### src/source/pcs_pkg.sv
//************************************************************
// shared constants and types of the 10G transmit PCS slice
// one 64b/66b block per clock, no ordered sets or lane-4 starts
// terminate blocks carry zero instead of control codes in unused bytes
//************************************************************
`default_nettype none

package pcs_pkg;

	localparam int BLOCK_W = 64; // block payload, sync header excluded
	localparam int KEEP_W  = 8;
	localparam int TYPE_W  = 8;  // block type field in byte 0
	localparam int CTRL_W  = 7;

	localparam logic [CTRL_W-1:0] CTRL_IDLE = 7'h07;

	// sync headers
	localparam logic [1:0] SYNC_DATA = 2'b01;
	localparam logic [1:0] SYNC_CTRL = 2'b10;

	// six 0x55 bytes then the SFD, lowest byte first
	localparam logic [BLOCK_W-TYPE_W-1:0] PREAMBLE = 56'hd5_55_55_55_55_55_55;

	typedef enum logic [TYPE_W-1:0] {
		CTRL    = 8'h1e, // C7 .. C0
		START_0 = 8'h78, // D7 .. D1, preamble
		TERM_0  = 8'h87,
		TERM_1  = 8'h99,
		TERM_2  = 8'haa,
		TERM_3  = 8'hb4,
		TERM_4  = 8'hcc,
		TERM_5  = 8'hd2,
		TERM_6  = 8'he1,
		TERM_7  = 8'hff  // D6 .. D0
	} block_type_e;

	// onehot encoded
	typedef enum logic [2:0] {
		IDLE      = 3'b001,
		DATA      = 3'b010,
		END_DELAY = 3'b100 // terminate block still owed
	} enc_state_e;

	typedef enum logic [1:0] {
		GAP   = 2'd0,
		FIRST = 2'd1, // preamble out, first beat held
		BODY  = 2'd2
	} frm_state_e;

endpackage

`default_nettype wire

### src/source/pcs_xgmii_if.sv
//************************************************************
// XGMII-like word between framer and block encoder
// plain levels sampled every clock, no handshake
// exactly one of idle_v, start, term or a data word per cycle
//************************************************************
`timescale 1ns/100ps
`default_nettype none

interface pcs_xgmii_if;

	logic                         idle_v; // no packet word this cycle
	logic                         start;  // preamble word
	logic                         term;   // last word of the packet
	logic [pcs_pkg::BLOCK_W-1:0] data;
	logic [pcs_pkg::KEEP_W-1:0]  keep;   // valid bytes on term words

	modport frm (
		output idle_v,
		output start,
		output term,
		output data,
		output keep
	);

	modport enc (
		input idle_v,
		input start,
		input term,
		input data,
		input keep
	);

endinterface

`default_nettype wire

### src/source/xgmii_tx_framer.sv
//************************************************************
// packet beats to start, data, terminate and idle words
// each beat leaves one cycle late so the preamble fits in front
// needs two idle cycles after every last beat as there is no ready
//************************************************************
`timescale 1ns/100ps
`default_nettype none

module xgmii_tx_framer (
	input  logic                         clk,
	input  logic                         nreset,
	input  logic                         pkt_valid_i,
	input  logic [pcs_pkg::BLOCK_W-1:0] pkt_data_i,
	input  logic [pcs_pkg::KEEP_W-1:0]  pkt_keep_i,
	input  logic                         pkt_last_i,
	pcs_xgmii_if.frm                     xg
);

	localparam int BLOCK_W = pcs_pkg::BLOCK_W;
	localparam int KEEP_W  = pcs_pkg::KEEP_W;

	pcs_pkg::frm_state_e state_q;
	pcs_pkg::frm_state_e state_next;

	// one beat holding stage
	logic [BLOCK_W-1:0] hold_data;
	logic [KEEP_W-1:0]  hold_keep;
	logic               hold_last;

	logic [BLOCK_W-1:0] shift_data;
	logic [BLOCK_W-1:0] term_data;
	logic [BLOCK_W-1:0] nxt_data;
	logic [KEEP_W-1:0]  nxt_keep;
	logic               nxt_idle;
	logic               nxt_start;
	logic               nxt_term;

	// partial last beat moves up one byte so byte 0 is free for the block type
	always_comb begin
		shift_data = '0;
		for (int b = 1; b < KEEP_W; b++) begin
			if (hold_keep[b-1])
				shift_data[b*8 +: 8] = hold_data[(b-1)*8 +: 8];
		end
	end

	assign term_data = (&hold_keep) ? hold_data : shift_data; // full keep goes as is

	always_comb begin
		state_next = state_q;
		nxt_idle   = 1'b1;
		nxt_start  = 1'b0;
		nxt_term   = 1'b0;
		nxt_data   = hold_data;
		nxt_keep   = hold_keep;
		case (state_q)
			pcs_pkg::GAP: begin
				if (pkt_valid_i) begin
					nxt_idle   = 1'b0;
					nxt_start  = 1'b1;
					nxt_data   = {pcs_pkg::PREAMBLE, 8'h00};
					nxt_keep   = '1;
					state_next = pcs_pkg::FIRST;
				end
			end
			pcs_pkg::FIRST, pcs_pkg::BODY: begin
				nxt_idle = 1'b0;
				nxt_term = hold_last;
				if (hold_last) begin
					nxt_data   = term_data;
					state_next = pcs_pkg::GAP;
				end else begin
					state_next = pcs_pkg::BODY;
				end
			end
			default: state_next = pcs_pkg::GAP;
		endcase
	end

	always_ff @(posedge clk) begin
		if (!nreset) begin
			state_q   <= pcs_pkg::GAP;
			hold_last <= 1'b0;
			xg.idle_v <= 1'b1;
			xg.start  <= 1'b0;
			xg.term   <= 1'b0;
		end else begin
			state_q   <= state_next;
			xg.idle_v <= nxt_idle;
			xg.start  <= nxt_start;
			xg.term   <= nxt_term;
			if (pkt_valid_i)
				hold_last <= pkt_last_i;
		end
	end

	always_ff @(posedge clk) begin
		if (pkt_valid_i) begin
			hold_data <= pkt_data_i;
			hold_keep <= pkt_keep_i;
		end
		xg.data <= nxt_data;
		xg.keep <= nxt_keep;
	end

	// preamble slot and a possible extra terminate block both need a free cycle
	a_pkt_gap: assert property (@(posedge clk) disable iff (!nreset)
		pkt_valid_i && pkt_last_i |=> !pkt_valid_i [*2]);

	a_last_keep: assert property (@(posedge clk) disable iff (!nreset)
		pkt_valid_i && pkt_last_i |->
			(pkt_keep_i != '0) && ((pkt_keep_i & (pkt_keep_i + KEEP_W'(1))) == '0));

endmodule

`default_nettype wire

### src/source/pcs_10g_enc_lite.sv
//************************************************************
// 64b/66b block encoder, combinational from the XGMII word
// a full-keep terminate goes out as data and TERM_0 follows
// in the next cycle while the framer sends idle
//************************************************************
`timescale 1ns/100ps
`default_nettype none

module pcs_10g_enc_lite (
	input  logic                         clk,
	input  logic                         nreset,
	pcs_xgmii_if.enc                     xg,
	output logic [1:0]                   head_o,
	output logic [pcs_pkg::BLOCK_W-1:0] data_o
);

	localparam int BLOCK_W = pcs_pkg::BLOCK_W;
	localparam int KEEP_W  = pcs_pkg::KEEP_W;
	localparam int TYPE_W  = pcs_pkg::TYPE_W;

	pcs_pkg::enc_state_e  state_q;
	pcs_pkg::enc_state_e  state_next;
	pcs_pkg::block_type_e block_type;
	pcs_pkg::block_type_e term_type;

	logic                      end_delay;
	logic                      keep_full;
	logic                      last_v;   // this block is a terminate block
	logic                      idle_v;
	logic                      ctrl_v;
	logic [KEEP_W-1:0]         block_keep;
	logic [KEEP_W-1:0]         term_mask;
	logic [BLOCK_W-TYPE_W-1:0] data_ctrl;

	assign end_delay = (state_q == pcs_pkg::END_DELAY);
	assign keep_full = &xg.keep;

	assign last_v = (xg.term & ~keep_full) | end_delay;
	assign idle_v = xg.idle_v & ~end_delay; // the delayed terminate takes the idle slot
	assign ctrl_v = xg.start | last_v | idle_v;

	// contiguous keep plus one gives a onehot of the byte count
	assign block_keep = end_delay ? '0 : xg.keep;
	assign term_mask  = block_keep + KEEP_W'(1);

	always_comb begin
		case (term_mask)
			8'b0000_0001: term_type = pcs_pkg::TERM_0;
			8'b0000_0010: term_type = pcs_pkg::TERM_1;
			8'b0000_0100: term_type = pcs_pkg::TERM_2;
			8'b0000_1000: term_type = pcs_pkg::TERM_3;
			8'b0001_0000: term_type = pcs_pkg::TERM_4;
			8'b0010_0000: term_type = pcs_pkg::TERM_5;
			8'b0100_0000: term_type = pcs_pkg::TERM_6;
			8'b1000_0000: term_type = pcs_pkg::TERM_7;
			default:      term_type = pcs_pkg::CTRL; // not reachable with legal keep
		endcase
	end

	always_comb begin
		if (xg.start)
			block_type = pcs_pkg::START_0;
		else if (last_v)
			block_type = term_type;
		else
			block_type = pcs_pkg::CTRL;
	end

	// bytes 1 to 7 hold idle codes, zeros or the word as the framer built it
	always_comb begin
		if (end_delay)
			data_ctrl = '0;
		else if (idle_v)
			data_ctrl = {8{pcs_pkg::CTRL_IDLE}};
		else
			data_ctrl = xg.data[BLOCK_W-1:TYPE_W];
	end

	assign data_o = {data_ctrl, ctrl_v ? TYPE_W'(block_type) : xg.data[TYPE_W-1:0]};
	assign head_o = ctrl_v ? pcs_pkg::SYNC_CTRL : pcs_pkg::SYNC_DATA;

	always_comb begin
		state_next = state_q;
		case (state_q)
			pcs_pkg::IDLE: begin
				if (xg.start)
					state_next = pcs_pkg::DATA;
			end
			pcs_pkg::DATA: begin
				if (xg.term)
					state_next = keep_full ? pcs_pkg::END_DELAY : pcs_pkg::IDLE;
			end
			pcs_pkg::END_DELAY: state_next = pcs_pkg::IDLE;
			default:            state_next = pcs_pkg::IDLE;
		endcase
	end

	always_ff @(posedge clk) begin
		if (!nreset)
			state_q <= pcs_pkg::IDLE;
		else
			state_q <= state_next;
	end

	a_state_onehot: assert property (@(posedge clk) disable iff (!nreset)
		$onehot(state_q));

	// keep matters only on terminate words and data only on packet words
	a_xg_known: assert property (@(posedge clk) disable iff (!nreset)
		!$isunknown({xg.idle_v, xg.start, xg.term}) &&
		(!xg.term || !$isunknown(xg.keep)) &&
		(xg.idle_v || !$isunknown(xg.data)));

endmodule

`default_nettype wire

### src/source/pcs_scrambler.sv
//************************************************************
// self-synchronous scrambler x^58 + x^39 + 1, payload LSB first
// sync header passes unscrambled in the same register stage
// SCRAMBLE = 0 registers the payload unchanged for debug
//************************************************************
`timescale 1ns/100ps
`default_nettype none

module pcs_scrambler #(
	parameter int SCRAMBLE = 1
) (
	input  logic                         clk,
	input  logic                         nreset,
	input  logic [1:0]                   head_i,
	input  logic [pcs_pkg::BLOCK_W-1:0] data_i,
	output logic                         valid_o,
	output logic [1:0]                   head_o,
	output logic [pcs_pkg::BLOCK_W-1:0] data_o
);

	localparam int BLOCK_W = pcs_pkg::BLOCK_W;
	localparam int HIST_W  = 58;
	localparam int TAP     = 39;

	logic [HIST_W-1:0]  hist_q;   // bit 0 is the newest scrambled bit
	logic [HIST_W-1:0]  hist_next;
	logic [BLOCK_W-1:0] scr_data;

	always_comb begin
		hist_next = hist_q;
		for (int i = 0; i < BLOCK_W; i++) begin
			scr_data[i] = data_i[i] ^ hist_next[TAP-1] ^ hist_next[HIST_W-1];
			hist_next   = {hist_next[HIST_W-2:0], scr_data[i]};
		end
	end

	always_ff @(posedge clk) begin
		if (!nreset) begin
			hist_q  <= '1;
			valid_o <= 1'b0;
		end else begin
			hist_q  <= hist_next;
			valid_o <= 1'b1; // one block every cycle
		end
	end

	always_ff @(posedge clk) begin
		head_o <= head_i;
		data_o <= (SCRAMBLE != 0) ? scr_data : data_i;
	end

	// header comes from the encoder a stage earlier
	a_head_legal: assert property (@(posedge clk)
		valid_o |-> (head_o == pcs_pkg::SYNC_DATA) || (head_o == pcs_pkg::SYNC_CTRL));

endmodule

`default_nettype wire

### src/source/pcs_tx.sv
//************************************************************
// 10GBASE-R style transmit PCS slice, 64-bit datapath
// start block leaves 2 cycles after the first beat
// source keeps two idle cycles after each last beat
//************************************************************
`timescale 1ns/100ps
`default_nettype none

module pcs_tx #(
	parameter int SCRAMBLE = 1 // 0 bypasses the scrambler
) (
	input  logic                         clk,
	input  logic                         nreset,
	input  logic                         pkt_valid_i,
	input  logic [pcs_pkg::BLOCK_W-1:0] pkt_data_i,
	input  logic [pcs_pkg::KEEP_W-1:0]  pkt_keep_i,
	input  logic                         pkt_last_i,
	output logic                         blk_valid_o,
	output logic [1:0]                   blk_head_o,
	output logic [pcs_pkg::BLOCK_W-1:0] blk_data_o
);

	logic [1:0]                   enc_head;
	logic [pcs_pkg::BLOCK_W-1:0] enc_data;

	pcs_xgmii_if xg_if ();

	xgmii_tx_framer i_framer (
		.clk         (clk),
		.nreset      (nreset),
		.pkt_valid_i (pkt_valid_i),
		.pkt_data_i  (pkt_data_i),
		.pkt_keep_i  (pkt_keep_i),
		.pkt_last_i  (pkt_last_i),
		.xg          (xg_if.frm)
	);

	pcs_10g_enc_lite i_enc (
		.clk    (clk),
		.nreset (nreset),
		.xg     (xg_if.enc),
		.head_o (enc_head),
		.data_o (enc_data)
	);

	pcs_scrambler #(
		.SCRAMBLE (SCRAMBLE)
	) i_scrambler (
		.clk     (clk),
		.nreset  (nreset),
		.head_i  (enc_head),
		.data_i  (enc_data),
		.valid_o (blk_valid_o),
		.head_o  (blk_head_o),
		.data_o  (blk_data_o)
	);

endmodule

`default_nettype wire

### config.mk
export PLATFORM = sky130hd
export DESIGN_NAME = pcs_tx
export DESIGN_NICKNAME = d
export VERILOG_FILES = /design/src/source/pcs_pkg.sv /design/src/source/pcs_xgmii_if.sv /design/src/source/xgmii_tx_framer.sv /design/src/source/pcs_10g_enc_lite.sv /design/src/source/pcs_scrambler.sv /design/src/source/pcs_tx.sv
export SDC_FILE = /design/constraint.sdc
export NUM_CORES = 1
export LEC_CHECK = 0
export ABC_AREA = 1
export BUFFER_PORTS_ARGS = -buffer_cell sky130_fd_sc_hd__buf_2
export CORE_ASPECT_RATIO = 0.9
export CORE_MARGIN = 2
export CORE_UTILIZATION = 30
export DETAILED_ROUTE_END_ITERATION = 7
export PLACE_DENSITY = 0.45
export SYNTH_ARGS = -nofsm -noshare
export SYNTH_HDL_FRONTEND = slang
export SYNTH_HIERARCHICAL = 1
export SYNTH_SLANG_ARGS = --single-unit
### constraint.sdc
create_clock -name clk -period 3.1 [get_ports clk]
set_input_delay 0.465 -clock clk [delete_from_list [all_inputs] [get_ports clk]]
set_output_delay 0.465 -clock clk [all_outputs]
set_load 0.03 [all_outputs]
==> results.cfg <==
[placed_design]
place_congestion = 0.827
dpl_worst_slack_ns = 0.567
io_buffers = 142
hpwl_um = 25300

[hold_path]
hp-class = primary input to flip-flop
worstHoldPathCells = 1
hold_start = pkt_data_i[49]

[floorplan]
fp.dieArea_um2 = 41400
num_rows = 69
io_pins = 143
die_y_um = 193
fp.coreArea_um2 = 39400
die_x_um = 214
initial_core_util = 0.303

[timing]
final.setup.tns_ns = 0
worst_pin_slew_ns = 1.00
hold_viol_final = 0
post-route-period-util = 0.817
fin_crit_ns = 2.53
setup_viol_count_final = 0
finalClockSkew_ns = 0.0101
max_freq_mhz = 395
maxSlewViolCount = 0
setup_ws_ns = 0.567
worst_hold_slack_ns = 0.0678
rsz0062_at_grt = false
relSlewSlack = 0.329

[clock_tree]
clkLatencyLatePin_ns = 0.57
clk_path_buf_depth = 3
cts.repair.resized = 0
post-cts-setup-buffer-count = 0
hold_buffers = 0
path_clk_slew_ns = 0.06
cts_tree = built
root_buffer = clkbuf_16
cts_made_buffers = 31
h-tree-depth = 1
clock_sinks = 278

[setup_path]
worstPathArrival_ns = 2.98
crit_type = flip-flop to flip-flop
cp-end-kind = flip-flop
crit_fanout = 10
ff2ff_path_depth = 20
worstPathRequired_ns = 3.55
startpoint = i_enc/state_q[1]$_SDFFE_PN0P_
r2r-start = i_enc/state_q[1]$_SDFFE_PN0P_
critPathLaunchType = flip-flop

[synth]
synth_mux_area_frac = 0
ys_seq_elements = 278
yosys.area_share.adder = 0.00210
syn_area_um2 = 11900
synthCells = 1459
synth-compound-area-share = 0.00892
synth_top_family_by_area = simple AND/OR/NAND/NOR gates
yosysWarnings = 6
syn_nets = 1537
seq_area_frac_synth = 0.527
synth_xor_xnor_area_share = 0.0441
syn_avg_cell_area_um2 = 8.18
ys_types = 39
synth-simple-area-share = 0.337

[final_layout]
final_cell_mix = nand2_1 (474), dfxtp_1 (206), nand3_1 (170)
layout_commonest_cell = nand2_1
nets = 1673
fin_util = 0.360
drive_above_1_share = 0.199
antenna_cells = 0
area_growth_pct = 19.0

[route]
wirelength_um = 33100
drc = 0
vias = 9204
wl_per_cell_um = 15.4
vias_per_cell = 4.28
drt-initial-drc-count = 645
dr.pass1.iters = 7
ant_nets = 0

[job]
max-cap-violations = 0

[pwr]
p_leak_nw = 7.21
finalPower_mw = 14.3
power.density_nw_per_um2 = 1010
ir_worst_vdd_mv = 0.473

[global_route]
grt_antenna_before_repair = 0
grt_max_degree = 73
grt.overflow.total = 0
grt_pass1_wl_um = 51500
grt_pass1_vias = 8875
grt_use_total = 0.161

[run_status]
outcome = finished clean
-- through the flow --
stage	area, µm²	std cells
after CTS	14200	2149
after floorplan	11900	1459
after global placement	13100	2094
after detailed placement	13100	2094
after global routing	14200	2149
final	14200	2149
-- synthesized netlist by cell type, drive strengths merged --
master / number / area, µm²
a22o: 1 / 8.76
o2111ai: 1 / 8.76
buf: 36 / 231
nor2: 119 / 485
a21oi: 2 / 21.3
nand4: 7 / 43.8
nand3b: 1 / 7.51
o311ai: 1 / 8.76
xnor2: 26 / 228
ha: 2 / 25.0
nand3: 190 / 1060
or2: 22 / 170
clkbuf: 19 / 71.3
o211ai: 2 / 15.0
nand2: 528 / 2220
dfxtp: 206 / 4120
o21ai: 8 / 43.8
edfxtp: 72 / 2160
inv: 178 / 668
nor3: 4 / 31.3
xor2: 34 / 298
-- registers in the layout, summed over array words and instances (netlist names), 2 cells and up --
register	cells
i_enc/state_q	3
i_framer/hold_data	64
i_framer/hold_keep	8
i_framer/state_q	2
i_framer/xg.data	64
i_framer/xg.keep	8
i_scrambler/data_o	64
i_scrambler/head_o	2
i_scrambler/hist_q	58
-- final timing paths --
kind,to,slack (ns)
max,i_scrambler/hist_q[21]$_SDFF_PN1_,0.57
min reg2reg,i_framer/xg.data[63]$_DFF_P_,0.45
max reg2reg,i_scrambler/hist_q[21]$_SDFF_PN1_,0.57
min,i_framer/hold_data[49]$_DFFE_PP_,0.07
-- power breakdown --
group          switching (mW)  internal, mW  total (mW)
clock                    1.50          2.27        3.77
combinational            3.41          1.64        5.05
sequential              0.656          4.86        5.52
-- critical path, cell delays in order, from the launching register on --
cell and delay [ns]:
dfxtp_1 0.41, inv_2 0.08, nand3_4 0.15, nand2_4 0.10
nor2_4 0.11, nand3_1 0.11, nand2_2 0.12, nand2_4 0.07
nor2_8 0.12, o21ai_1 0.10, nand3_2 0.12, nand3_1 0.09
nand2_1 0.14, inv_1 0.07, or2_1 0.22, nand2_1 0.06
nand2_1 0.05, nand2_2 0.10, inv_2 0.06, nand2_2 0.07
nand3_2 0.05
-- kinds of logic (layout without fill, tap and decap cells) --
group           count (synthesis)  in the layout
flops                         278            278
compound gates                 15             15
fa+ha+maj                       2              2
simple gates                  871            871
buf+inv                       233            391
xor+xnor                       60             60
-- final cells by class --
type,instances,area [µm²]
fillers,4166,25200
flip-flops and latches,278,6290
multi-input cells,948,4670
clock buffers,41,896
repair buffers,158,843
inverters,178,668
well taps,532,666
clock inverters,14,161
-- per-layer routing --
metal	wire (µm)	track usage
met1	17300	0.239
met2	13600	0.242
met3	1580	0.0300
met4	628	0.0369
met5	0	0
(Power assumes the default switching activity.)
